**config.mk**
```make
export PLATFORM = sky130hd
export DESIGN_NAME = rmgmt_top
export DESIGN_NICKNAME = d
export VERILOG_FILES = /design/src/hdl/rv32_pkg.sv /design/src/hdl/rmgmt_pkg.sv /design/src/hdl/reg_file.sv /design/src/hdl/ext_mul.sv /design/src/hdl/ext_bitops.sv /design/src/hdl/rmgmt_arbiter.sv /design/src/hdl/insn_sequencer.sv /design/src/hdl/rmgmt_top.sv
export SDC_FILE = /design/constraint.sdc
export NUM_CORES = 2
export LEC_CHECK = 0
export BUFFER_PORTS_ARGS = -buffer_cell sky130_fd_sc_hd__buf_2
export CAP_MARGIN = 30
export CORE_ASPECT_RATIO = 0.6
export CORE_MARGIN = 2
export CORE_UTILIZATION = 47
export CTS_BUF_LIST = sky130_fd_sc_hd__clkbuf_2
export DETAILED_ROUTE_END_ITERATION = 7
export SYNTH_ARGS = -nofsm -noshare
export SYNTH_HDL_FRONTEND = slang
export SYNTH_SLANG_ARGS = --single-unit
```
**constraint.sdc**
```tcl
create_clock -name clk -period 10.5 [get_ports clk]
set_input_delay 1.05 -clock clk [delete_from_list [all_inputs] [get_ports clk]]
set_output_delay 1.05 -clock clk [all_outputs]
set_load 0.01 [all_outputs]
```
**src/hdl/rv32_pkg.sv**
```systemverilog
/* RV32 base definitions shared by the core and the extensions.
   Holds the data word, the decoded instruction views and the opcodes. */
`default_nettype none

package rv32_pkg;

  // Data word of the register file and the datapath
  typedef logic [31:0] word_t;

  typedef struct packed {
    logic [6:0] funct7;
    logic [4:0] rs2;
    logic [4:0] rs1;
    logic [2:0] funct3;
    logic [4:0] rd;
    logic [6:0] opcode;
  } r_view_t;

  typedef struct packed {
    logic [11:0] imm;
    logic [4:0]  rs1;
    logic [2:0]  funct3;
    logic [4:0]  rd;
    logic [6:0]  opcode;
  } i_view_t;

  // One instruction word, read as R-format or as I-format
  typedef union packed {
    r_view_t r;
    i_view_t i;
  } insn_u;

  localparam logic [6:0] OP_IMM     = 7'b0010011;
  localparam logic [6:0] OP_REG     = 7'b0110011;
  localparam logic [6:0] OP_CUSTOM0 = 7'b0001011;
  localparam logic [6:0] OP_CUSTOM1 = 7'b0101011;

  // funct3 shared by add and addi
  localparam logic [2:0] F3_ADD = 3'b000;

endpackage

`default_nettype wire

```
**src/hdl/rmgmt_pkg.sv**
```systemverilog
/* Extension manager definitions: extension numbering, custom funct3
   codes and the exception cause encoding seen at the top level. */
`default_nettype none

package rmgmt_pkg;

  // Number of attached extensions and the width of an index
  localparam int N_EXT    = 2;
  localparam int EXT_BITS = 1;

  // Slot of each extension in the per-extension arrays
  localparam logic [EXT_BITS-1:0] EXT_MUL    = 1'd0;
  localparam logic [EXT_BITS-1:0] EXT_BITOPS = 1'd1;

  // custom-0 function
  localparam logic [2:0] F3_MUL = 3'd0;

  // custom-1 functions
  localparam logic [2:0] F3_POPC = 3'd0;
  localparam logic [2:0] F3_CLZ  = 3'd1;

  // Exception cause
  // Extension exceptions report the extension index
  typedef logic [3:0] cause_t;

  // Nobody claimed the instruction
  localparam cause_t CAUSE_ILLEGAL = 4'd15;

endpackage

`default_nettype wire

```
**src/hdl/reg_file.sv**
```systemverilog
/* Core register file, 32 words with x0 tied to zero.
   Two combinational read ports, one synchronous write port. */
`timescale 1ns/10ps
`default_nettype none

module reg_file (
  input  logic            clk,
  input  logic            rst,
  input  logic [4:0]      raddr_a,
  input  logic [4:0]      raddr_b,
  input  logic            we,
  input  logic [4:0]      waddr,
  input  rv32_pkg::word_t wdata,
  output rv32_pkg::word_t rdata_a,
  output rv32_pkg::word_t rdata_b
);

  rv32_pkg::word_t regs [32];

  // Reset clears all 32 words
  always_ff @(posedge clk) begin
    if (rst) begin
      for (int i = 0; i < 32; i++) begin
        regs[i] <= '0;
      end
    end else if (we && waddr != 5'd0) begin
      regs[waddr] <= wdata;
    end
  end

  // x0 always reads zero
  assign rdata_a = (raddr_a == 5'd0) ? '0 : regs[raddr_a];
  assign rdata_b = (raddr_b == 5'd0) ? '0 : regs[raddr_b];

endmodule

`default_nettype wire

```
**src/hdl/ext_mul.sv**
```systemverilog
/* Custom-0 extension that runs a 32-cycle shift-add multiply for the low word.
   Starts on issue when it claims the opcode and pulses done at the end. */
`timescale 1ns/10ps
`default_nettype none

module ext_mul (
  input  logic            clk,
  input  logic            rst,
  input  rv32_pkg::insn_u insn,
  input  rv32_pkg::word_t op_a,
  input  rv32_pkg::word_t op_b,
  input  logic            issue,
  output logic            claim,
  output logic            busy,
  output logic            done,
  output logic            reg_w,
  output rv32_pkg::word_t reg_wdata,
  output logic            exception
);

  logic            start;
  logic            bad_func;
  logic [4:0]      iter;
  rv32_pkg::word_t mcand;
  rv32_pkg::word_t mplier;
  rv32_pkg::word_t acc;

  // Claim depends on the opcode only
  assign claim = (insn.r.opcode == rv32_pkg::OP_CUSTOM0);
  assign start = issue && claim;

  // Busy for 32 iterations and then a one-cycle done
  always_ff @(posedge clk) begin
    if (rst) begin
      busy <= 1'b0;
      done <= 1'b0;
      iter <= '0;
    end else begin
      done <= 1'b0;
      if (start) begin
        busy <= 1'b1;
        iter <= '0;
      end else if (busy) begin
        iter <= iter + 5'd1;
        // Product is complete after the last iteration
        if (iter == 5'd31) begin
          busy <= 1'b0;
          done <= 1'b1;
        end
      end
    end
  end

  // Datapath
  // Multiplicand shifts left, multiplier shifts right
  always_ff @(posedge clk) begin
    if (start) begin
      mcand    <= op_a;
      mplier   <= op_b;
      acc      <= '0;
      bad_func <= (insn.r.funct3 != rmgmt_pkg::F3_MUL) || (insn.r.funct7 != 7'd0);
    end else if (busy) begin
      if (mplier[0]) begin
        acc <= acc + mcand;
      end
      mcand  <= mcand << 1;
      mplier <= mplier >> 1;
    end
  end

  // Result or exception, only in the done cycle
  assign reg_wdata = acc;
  assign reg_w     = done && !bad_func;
  assign exception = done && bad_func;

endmodule

`default_nettype wire

```
**src/hdl/ext_bitops.sv**
```systemverilog
/* Custom-1 extension for population count and leading-zero count of rs1.
   Result and done are registered on issue, so it finishes in one cycle. */
`timescale 1ns/10ps
`default_nettype none

module ext_bitops (
  input  logic            clk,
  input  logic            rst,
  input  rv32_pkg::insn_u insn,
  input  rv32_pkg::word_t op_a,
  input  logic            issue,
  output logic            claim,
  output logic            busy,
  output logic            done,
  output logic            reg_w,
  output rv32_pkg::word_t reg_wdata,
  output logic            exception
);

  logic            start;
  logic            bad_func;
  rv32_pkg::word_t popc;
  rv32_pkg::word_t clz;

  assign claim = (insn.r.opcode == rv32_pkg::OP_CUSTOM1);
  assign start = issue && claim;

  // Never stalls and finishes the cycle after issue
  assign busy = 1'b0;

  // Counts of op_a
  // clz scans up so the highest set bit wins and stays 32 for zero
  always_comb begin
    popc = '0;
    clz  = 32'd32;
    for (int i = 0; i < 32; i++) begin
      popc = popc + {31'd0, op_a[i]};
      if (op_a[i]) begin
        clz = 32'd31 - i[31:0];
      end
    end
  end

  always_ff @(posedge clk) begin
    if (rst) begin
      done <= 1'b0;
    end else begin
      done <= start;
    end
  end

  // funct3 2..7 are not implemented and raise an exception
  always_ff @(posedge clk) begin
    if (start) begin
      reg_wdata <= (insn.r.funct3 == rmgmt_pkg::F3_CLZ) ? clz : popc;
      bad_func  <= (insn.r.funct3 != rmgmt_pkg::F3_POPC) &&
                   (insn.r.funct3 != rmgmt_pkg::F3_CLZ);
    end
  end

  assign reg_w     = done && !bad_func;
  assign exception = done && bad_func;

endmodule

`default_nettype wire

```
**src/hdl/rmgmt_arbiter.sv**
```systemverilog
/* Extension manager between the core and the custom extensions.
   Picks the claiming extension, holds it while it works and routes
   its stall, writeback and exception to the core. */
`timescale 1ns/10ps
`default_nettype none

module rmgmt_arbiter (
  input  logic                                   clk,
  input  logic                                   rst,
  input  logic                                   issue,
  input  logic [rmgmt_pkg::N_EXT-1:0]            claim,
  input  logic [rmgmt_pkg::N_EXT-1:0]            busy,
  input  logic [rmgmt_pkg::N_EXT-1:0]            done,
  input  logic [rmgmt_pkg::N_EXT-1:0]            reg_w,
  input  rv32_pkg::word_t [rmgmt_pkg::N_EXT-1:0] reg_wdata,
  input  logic [rmgmt_pkg::N_EXT-1:0]            exception,
  output logic                                   ext_claimed,
  output logic                                   ext_busy,
  output logic                                   ext_done,
  output logic                                   ext_reg_w,
  output rv32_pkg::word_t                        ext_wdata,
  output logic                                   ext_exc,
  output rmgmt_pkg::cause_t                      ext_cause
);

  logic [rmgmt_pkg::EXT_BITS-1:0] sel_ext;
  logic [rmgmt_pkg::EXT_BITS-1:0] act_ext;
  logic                           active;

  // Highest claiming index wins
  always_comb begin
    sel_ext = '0;
    for (int i = 0; i < rmgmt_pkg::N_EXT; i++) begin
      if (claim[i]) begin
        sel_ext = i[rmgmt_pkg::EXT_BITS-1:0];
      end
    end
  end

  assign ext_claimed = |claim;

  // Selection is frozen at issue
  // insn may change decode meaning only once the core has finished
  always_ff @(posedge clk) begin
    if (rst) begin
      active  <= 1'b0;
      act_ext <= '0;
    end else if (issue && ext_claimed) begin
      active  <= 1'b1;
      act_ext <= sel_ext;
    end else if (active && done[act_ext]) begin
      active <= 1'b0;
    end
  end

  // Routing to the core
  // Nothing leaks through when no extension is running
  assign ext_busy  = active && busy[act_ext];
  assign ext_done  = active && done[act_ext];
  assign ext_reg_w = active && reg_w[act_ext];
  assign ext_exc   = active && exception[act_ext];
  assign ext_wdata = active ? reg_wdata[act_ext] : '0;

  // Cause is the extension number
  assign ext_cause = active ? rmgmt_pkg::cause_t'(act_ext) : '0;

endmodule

`default_nettype wire

```
**src/hdl/insn_sequencer.sv**
```systemverilog
/* Standard core control that takes one instruction per req/ack handshake,
   runs addi and add itself and hands the rest to the extensions. */
`timescale 1ns/10ps
`default_nettype none

module insn_sequencer (
  input  logic              clk,
  input  logic              rst,
  input  logic              insn_req,
  input  rv32_pkg::insn_u   insn,
  input  rv32_pkg::word_t   rdata_a,
  input  rv32_pkg::word_t   rdata_b,
  input  logic              ext_claimed,
  input  logic              ext_busy,
  input  logic              ext_done,
  input  logic              ext_reg_w,
  input  rv32_pkg::word_t   ext_wdata,
  input  logic              ext_exc,
  input  rmgmt_pkg::cause_t ext_cause,
  output logic              insn_ack,
  output logic [4:0]        rs1,
  output logic [4:0]        rs2,
  output rv32_pkg::word_t   op_a,
  output rv32_pkg::word_t   op_b,
  output logic              issue,
  output logic              rf_we,
  output logic [4:0]        rf_waddr,
  output rv32_pkg::word_t   rf_wdata,
  output logic              wb_valid,
  output logic [4:0]        wb_rd,
  output rv32_pkg::word_t   wb_data,
  output logic              exc_valid,
  output rmgmt_pkg::cause_t exc_cause
);

  enum logic [2:0] {IDLE, READ, EXEC, WAIT_EXT, ACK} state, state_next;

  logic            is_addi;
  logic            is_add;
  logic            is_base;
  logic            ext_finish;
  rv32_pkg::word_t imm_sext;
  rv32_pkg::word_t base_result;

  // Decode addi through the I view and add through the R view
  assign is_addi = (insn.i.opcode == rv32_pkg::OP_IMM) && (insn.i.funct3 == rv32_pkg::F3_ADD);
  assign is_add  = (insn.r.opcode == rv32_pkg::OP_REG) && (insn.r.funct3 == rv32_pkg::F3_ADD) &&
                   (insn.r.funct7 == 7'd0);
  assign is_base = is_addi || is_add;

  assign imm_sext    = {{20{insn.i.imm[11]}}, insn.i.imm};
  assign base_result = is_addi ? op_a + imm_sext : op_a + op_b;

  assign rs1 = insn.r.rs1;
  assign rs2 = insn.r.rs2;

  // Extensions start in the read cycle with the latched operands
  assign issue      = (state == READ) && !is_base && ext_claimed;
  assign ext_finish = ext_done && !ext_busy;
  assign insn_ack   = (state == ACK);

  always_comb begin
    state_next = state;
    case (state)
      IDLE:     if (insn_req) state_next = READ;
      // Unclaimed non-base instructions take the EXEC path and trap
      READ:     state_next = (!is_base && ext_claimed) ? WAIT_EXT : EXEC;
      EXEC:     state_next = ACK;
      WAIT_EXT: if (ext_finish) state_next = ACK;
      // Hold ack until the requester lets go
      ACK:      if (!insn_req) state_next = IDLE;
      default:  state_next = IDLE;
    endcase
  end

  always_ff @(posedge clk) begin
    if (rst) begin
      state     <= IDLE;
      wb_valid  <= 1'b0;
      exc_valid <= 1'b0;
    end else begin
      state     <= state_next;
      wb_valid  <= ((state == EXEC) && is_base) ||
                   ((state == WAIT_EXT) && ext_finish && ext_reg_w);
      exc_valid <= ((state == EXEC) && !is_base) ||
                   ((state == WAIT_EXT) && ext_finish && ext_exc);
    end
  end

  // Operands sampled as the instruction is accepted
  always_ff @(posedge clk) begin
    if (state == IDLE && insn_req) begin
      op_a <= rdata_a;
      op_b <= rdata_b;
    end
  end

  // Completion payload with zero data for x0
  always_ff @(posedge clk) begin
    if (state == EXEC) begin
      wb_rd     <= insn.r.rd;
      wb_data   <= (insn.r.rd == 5'd0) ? '0 : base_result;
      exc_cause <= rmgmt_pkg::CAUSE_ILLEGAL;
    end else if (state == WAIT_EXT && ext_finish) begin
      wb_rd     <= insn.r.rd;
      wb_data   <= (insn.r.rd == 5'd0) ? '0 : ext_wdata;
      exc_cause <= ext_cause;
    end
  end

  // Register file write lands the cycle after ack rises
  assign rf_we    = wb_valid;
  assign rf_waddr = wb_rd;
  assign rf_wdata = wb_data;

endmodule

`default_nettype wire

```
**src/hdl/rmgmt_top.sv**
```systemverilog
/* Top level of the extension-managed core: sequencer, register file,
   extension manager and the multiply and bit-op extensions. */
`timescale 1ns/10ps
`default_nettype none

module rmgmt_top (
  input  logic              clk,
  input  logic              rst,
  input  logic              insn_req,
  input  rv32_pkg::insn_u   insn,
  output logic              insn_ack,
  output logic              wb_valid,
  output logic [4:0]        wb_rd,
  output rv32_pkg::word_t   wb_data,
  output logic              exc_valid,
  output rmgmt_pkg::cause_t exc_cause
);

  // Register file side
  logic [4:0]      rs1;
  logic [4:0]      rs2;
  rv32_pkg::word_t rdata_a;
  rv32_pkg::word_t rdata_b;
  logic            rf_we;
  logic [4:0]      rf_waddr;
  rv32_pkg::word_t rf_wdata;

  // Broadcast to the extensions
  rv32_pkg::word_t op_a;
  rv32_pkg::word_t op_b;
  logic            issue;

  // Per-extension bundles indexed by extension number
  logic [rmgmt_pkg::N_EXT-1:0]            claim;
  logic [rmgmt_pkg::N_EXT-1:0]            busy;
  logic [rmgmt_pkg::N_EXT-1:0]            done;
  logic [rmgmt_pkg::N_EXT-1:0]            reg_w;
  rv32_pkg::word_t [rmgmt_pkg::N_EXT-1:0] reg_wdata;
  logic [rmgmt_pkg::N_EXT-1:0]            exception;

  // Manager back to the core
  logic              ext_claimed;
  logic              ext_busy;
  logic              ext_done;
  logic              ext_reg_w;
  rv32_pkg::word_t   ext_wdata;
  logic              ext_exc;
  rmgmt_pkg::cause_t ext_cause;

  insn_sequencer insn_sequencer_i (
    .clk, .rst, .insn_req, .insn, .rdata_a, .rdata_b,
    .ext_claimed, .ext_busy, .ext_done, .ext_reg_w, .ext_wdata, .ext_exc, .ext_cause,
    .insn_ack, .rs1, .rs2, .op_a, .op_b, .issue, .rf_we, .rf_waddr, .rf_wdata,
    .wb_valid, .wb_rd, .wb_data, .exc_valid, .exc_cause
  );

  reg_file reg_file_i (
    .clk, .rst, .raddr_a(rs1), .raddr_b(rs2),
    .we(rf_we), .waddr(rf_waddr), .wdata(rf_wdata), .rdata_a, .rdata_b
  );

  rmgmt_arbiter rmgmt_arbiter_i (
    .clk, .rst, .issue, .claim, .busy, .done, .reg_w, .reg_wdata, .exception,
    .ext_claimed, .ext_busy, .ext_done, .ext_reg_w, .ext_wdata, .ext_exc, .ext_cause
  );

  ext_mul ext_mul_i (
    .clk, .rst, .insn, .op_a, .op_b, .issue,
    .claim(claim[rmgmt_pkg::EXT_MUL]), .busy(busy[rmgmt_pkg::EXT_MUL]),
    .done(done[rmgmt_pkg::EXT_MUL]), .reg_w(reg_w[rmgmt_pkg::EXT_MUL]),
    .reg_wdata(reg_wdata[rmgmt_pkg::EXT_MUL]), .exception(exception[rmgmt_pkg::EXT_MUL])
  );

  ext_bitops ext_bitops_i (
    .clk, .rst, .insn, .op_a, .issue,
    .claim(claim[rmgmt_pkg::EXT_BITOPS]), .busy(busy[rmgmt_pkg::EXT_BITOPS]),
    .done(done[rmgmt_pkg::EXT_BITOPS]), .reg_w(reg_w[rmgmt_pkg::EXT_BITOPS]),
    .reg_wdata(reg_wdata[rmgmt_pkg::EXT_BITOPS]), .exception(exception[rmgmt_pkg::EXT_BITOPS])
  );

endmodule

`default_nettype wire

```
**Word-level counts from Yosys, hierarchy flattened**

Memories as Yosys holds them, arrays and structs flattened. A register that Yosys moved wholly into a read port is not among the register bits.
Index checks and enable logic that the tools add are counted.

- Register bits: 186
- Memory bits (writable): 1024
- Bits of input ports: 35
- Word-level logic and storage cells: 198
- Memories kept: 1

- Add/sub/neg operators: 35
- Magnitude comparators: 1
- Equality and inequality tests: 14
- Multiplexer cells: 76
- Bitwise operators: 1
- Reduce and logical (&&, ||, !) cells: 52

Memory list:

| memory | words | bits a word | rd ports | clocked after Yosys merged registers in | write ports | line | RTL |
|---|---|---|---|---|---|---|---|
| reg_file_i.regs | 32 | 32 | 2 | 2 | 32 | reg_file.sv:18 | `rv32_pkg::word_t regs [32];` |

Operators by type and width:

| operator | number |
|---|---|
| $add 32x1->32 | 30 |
| $mux 32 | 14 |
| $mux 6 | 32 |
| $add 32x32->32 | 3 |
| $reduce_or 32->1 | 1 |
| $logic_and 1x1->1 | 26 |
| $mux 1 | 23 |
| $logic_not 5->1 | 3 |
| $mux 5 | 3 |
| $pmux 3 s5 | 1 |
| $eq 7x6->1 const B | 2 |
| $mux 3 | 3 |
| $eq 7x4->1 const B | 1 |
| $eq 7x5->1 const B | 1 |
| $logic_not 7->1 | 1 |
| $reduce_bool 7->1 | 1 |
| $eq 3x1->1 const B | 2 |
| $eq 3x2->1 const B | 2 |
| $logic_not 3->1 | 2 |
| $reduce_bool 2->1 | 3 |
| $add 5x1->5 const B | 1 |
| $eq 5x5->1 const B | 1 |
| $reduce_bool 5->1 | 1 |
| $logic_not 1->1 | 4 |
| 13 further kinds | 18 |

**Logic depth before layout (Yosys ltp)**

- Depth in word-level cells: 33
- Gate-level depth with buffers: 19
- Depth with buffers taken out: 18

**Cells and area by module**

From an unflattened synthesis, not the netlist that was laid out.

- Cells, all modules: 5085
- Area, all modules: 69081.3 um^2

Modules (own cells, without submodules):

| module | times used | cells each | area each (um^2) | seq. area each (um^2) |
|---|---|---|---|---|
| reg_file | 1 | 3502 | 54230.8 | 30749.5 |
| insn_sequencer | 1 | 616 | 6465.0 | 3213.1 |
| ext_mul | 1 | 675 | 5833.1 | 2732.6 |
| ext_bitops | 1 | 198 | 1774.2 | 230.2 |
| rmgmt_arbiter | 1 | 94 | 778.2 | 40.0 |

**Worst setup path before layout**

OpenSTA, ideal clock, no wires.

- Kind: input port to flip-flop
- Start point: in insn_req
- End point: reg insn_sequencer_i.op_a[0] (read register of reg_file_i.regs) (enable)
- Library setup time: 0.666 ns
- Arrival time: 7.541 ns
- Required time: 9.834 ns
- Path slack: 2.293 ns
- Stages on the path: 1
- Path buffers: 0
- Cell sequence: nor4b_1

- Longest elaborated chain between the ends: 1

RTL lines:

| what | line | RTL |
|---|---|---|
| start: declaration | rmgmt_top.sv:9 | `input logic insn_req,` |
| $logic_and 1x1->1 | insn_sequencer.sv:92 | `if (state == IDLE && insn_req) begin` |
| end: declaration | insn_sequencer.sv:23 | `output rv32_pkg::word_t op_a,` |

Every way passes these cells.
A chain may end at the register's enable or synchronous reset.

**Final worst setup path**

- Start point: reg insn_sequencer_i.op_a[18] (read register of reg_file_i.regs)
- End point: reg ext_bitops_i.reg_wdata[4] (data pin)

- Longest elaborated chain between the ends: 15

RTL lines:

| what | line | RTL |
|---|---|---|
| $add 32x1->32 / $mux 6 (equally long branches) (14 in a row) | ext_bitops.sv:37, ext_bitops.sv:38 |  |
| $mux 32 * | ext_bitops.sv:55 | `reg_wdata <= (insn.r.funct3 == rmgmt_pkg::F3_CLZ) ? clz : popc;` |
| end signal: assignment | ext_bitops.sv:55 |  |
| end: declaration | ext_bitops.sv:16 | `output rv32_pkg::word_t reg_wdata,` |

Mark *: on every way between the ends. The rest lies on a longest branch, timed or not.

==> key figures <==
Final layout
  – Syn-to-layout area delta: 8.53%
  – Share of cells above drive strength 1: 26.7%
  – Design Area, Final: 72,900 µm²
  – Fill cells: 12,000
  – Commonest non-fill, non-tap cell in the layout: edfxtp_1
  – Final nets: 4,960
  – Most frequent cells in the layout: edfxtp_1 (1,197), and2_1 (998), mux4_2 (562)
  – Non-filler instance count after layout: 6,909

Drt
  – Detailed Routing Iterations Pass 1: 6
  – Antenna viol nets, final: 0
  – Via count: 44,000
  – DR iter-0 viols: approximately 6,400
  – DRC: 0
  – Drt wl/cell: 32.3 µm
  – Routed Wire Length: 223,000 µm
  – Vias/cell: 6.37

Synthesis
  – Synth Register Bits: 1,246
  – Netlist cell types: 75
  – Mean Syn Cell Area: 14.4 µm²
  – Yosys warns: 0
  – Top post-synthesis cells by area: edfxtp_1 (54%), mux4_2 (19%), and2_1 (9.3%), clkbuf_1 (1.8%), mux2i_1 (1.8%)
  – Cells after Synth: 4,660
  – Largest family of logic cells by synthesized area: multiplexers
  – Post-Synth Adder-Cell Area: approximately 2.2%
  – Largest area contributor in the netlist: edfxtp_1
  – Mux contribution to synthesized area: 21.4%
  – Top cell type's share of synthesized area: a little over half
  – EDFF count, synth: roughly 1,200
  – Cell area after synthesis: ~67,000 µm²
  – Xor/xnor share of the synthesized area: 0.613%
  – Simple-Gate Fraction of Synth Area: between 10% and 20%
  – Synth Area in Compound Gates: 4.57%
  – Seq/Total Area, Yosys: 55.0%
  – Main synth FF type: edfxtp_1
  – Async set-reset flop share out of synthesis: 0%

Outcome
  – Status: completed

STA
  – Fin. Hold Viols: 0
  – Final Cycle Share: a little over half
  – Slew Limit Fails: 0
  – Hold WS: 0.190 ns
  – Final clock skew: 0.166 ns
  – Worst Tran Pin Value: 1.10 ns
  – Slew Limit Headroom: 26.9%
  – RSZ-0062 raised after global routing: no
  – Period minus WS final: 5.69 ns
  – Final setup violation count: 0
  – Fmax: 176 MHz
  – Setup TNS: 0 ns

CTS
  – CTS Root Cell: clkbuf_2
  – CTS tree: yes
  – Clock latency on the worst-skew pair: between 1.5 and 2 ns
  – CTS sink cnt: 1,246
  – Htree depth: 5
  – CTS Buf Count: between 300 and 400
  – Clock Tree Buf Depth: 4
  – Post-cts sizing count: 0
  – CTS clk-pin slew, worst paths: 0.11 ns

Critical path
  – R2R Setup Slk: ~4.8 ns
  – Crit path cell chain: fa_1 > inv_1 > fa_1 > inv_1 > fa_1 > inv_1 > fa_1 > fa_1 > fa_1 > inv_1 > fa_1 > fa_1 > a21o_1 > a21oi_1 > xor2_1 > o21ai_0
  – Startpoint Class: flop
  – Crit path buf inv count: 4
  – Crit-path max cell delay: 0.59 ns
  – CP delay by family, top: adder cells
  – Crit Path Class: flop to flop
  – CP max FO: 6
  – Critical-path top delay cell: fa_1
  – Critical Path RT: roughly 12 ns
  – Most frequent CP cell: fa_1
  – Crit. End Element: flop
  – Arrival @ worst endpoint: 7.06 ns

Placed design
  – Placed cell areas: around 70,000 µm²
  – Gpl congestion: ~0.9
  – Number of cells in the design after placement: 6,385
  – DP HPWL: 129,000 µm
  – IO Port Bufs: 78

GRT
  – Aggregate global routing overflow: 0
  – Global-route usage over all layers: a little over 30%
  – Initial antenna violation count: 19
  – First-pass GRT wire length: about 320,000 µm
  – Pin count of the biggest net entering global routing: 110
  – Number of global-route vias before repair: about 43,000

Floorplanning
  – # rows: about 110
  – Die height: 297 µm
  – DIE AREA: around 150,000 µm²
  – CORE AREA: 142,000 µm²
  – Chip Width: 492 µm
  – IO Pins: 79
  – Starting Density: 47.3%

Pwr
  – Power share of the combinational group: 21.9%
  – Sw power: 3.66 mW
  – P_leak: 27.1 nW
  – Switching share of power: 31.5%
  – Reg power frac: 50.6%
  – Clk pwr share: 27.4%
  – Worst VDD drop: 0.321 mV
  – Pint: 7.94 mW
  – Power Density: approximately 160 nW/µm²

Run
  – Max_cap viols: 0

Hold path
  – Hold WC Path Type: input pin to flop
==> layout make-up <==
type	count	area (µm²)	area share, %
inverter	64	240	0.330
sequential	1246	36900	50.7
clock inverter	57	297	0.407
tap	1907	2390	3.27
timing repair buffer	239	2170	2.97
clock buffer	422	2110	2.90
antenna	12	30.0	0.0412
multi-input combinational	2962	28700	39.4
==> what timing repair did <==
action                     CTS  global route
hold endpoints to repair    76             0
hold buffers                29             0
setup endpoints to repair    0             0
setup buffers                0             0
==> layer usage <==
| layer | share of wire (%) | track usage (%) | wire length, µm | vias up |
|---|---|---|---|---|
| met5 | 0.048 | 0 | 108 | - |
| met4 | 2.9 | 10.2 | 6570 | 4 |
| met3 | 12 | 8.13 | 27800 | 388 |
| met2 | 42 | 42.2 | 94300 | 2991 |
| met1 | 42 | 46.5 | 94200 | 22500 |
| li1 | - | - | - | 18100 |
==> flip-flops by register name, indices dropped and copies added (netlist names), 5 cells and up <==
register / count
ext_mul_i.reg_wdata: 32
insn_sequencer_i.op_b: 32
ext_mul_i.iter: 5
insn_sequencer_i.rf_wdata: 32
insn_sequencer_i.rf_waddr: 5
ext_bitops_i.reg_wdata: 6
ext_mul_i.mcand: 32
ext_mul_i.mplier: 32
reg_file_i.regs: 1024
insn_sequencer_i.op_a: 32
==> kinds of logic after synthesis <==
logic type	after synthesis
simple gates	1602
flops	1246
mux	728
buf+inv	483
compound gates	453
fa+ha+maj	100
xor+xnor	47
other cells	1
==> Yosys cell counts, drive strengths merged (30+ instances only) <==
cell / n
and2: 999
dfxtp: 49
nand2: 233
clkbuf: 330
nor2: 164
or2: 35
a21oi: 102
o21ai: 73
mux2: 47
a211oi: 33
buf: 89
a22o: 30
xnor2: 33
mux2i: 119
nand3: 43
mux4: 562
ha: 74
nor3: 30
o22ai: 35
inv: 64
edfxtp: 1197
a21o: 53
==> power by group through the flow <==
stage | Clock [mW] | Combinational (mW) | Sequential [mW]
after floorplan | 0 | 1.76 | 5.92
after global placement | 0 | 2.40 | 6.00
after detailed placement | 0 | 2.48 | 5.98
after CTS | 3.22 | 2.51 | 5.87
after global routing | 3.47 | 2.79 | 5.90
final | 3.18 | 2.54 | 5.88
==> stage by stage <==
stage	power [mW]	setup slack (ns)	util (%)
after floorplan	7.68	2.29	-
after global placement	8.40	4.65	49.1
after detailed placement	8.46	4.57	49.4
after CTS	11.6	4.85	51.3
after global routing	12.2	4.57	51.3
final	11.6	4.81	51.4
==> path summary, 6_finish.rpt <==
path	startpoint	depth (start not counted)	endpoint
worst min-delay path	insn[7]	2	insn_sequencer_i.rf_waddr[0]
worst max-delay path	insn_sequencer_i.op_a[18]	16	ext_bitops_i.reg_wdata[4]
worst max register to register	insn_sequencer_i.op_a[18]	16	ext_bitops_i.reg_wdata[4]
worst min register to register	ext_mul_i.mplier[20]	2	ext_mul_i.mplier[19]
No activity file was read; power rests on OpenSTA's default activity.
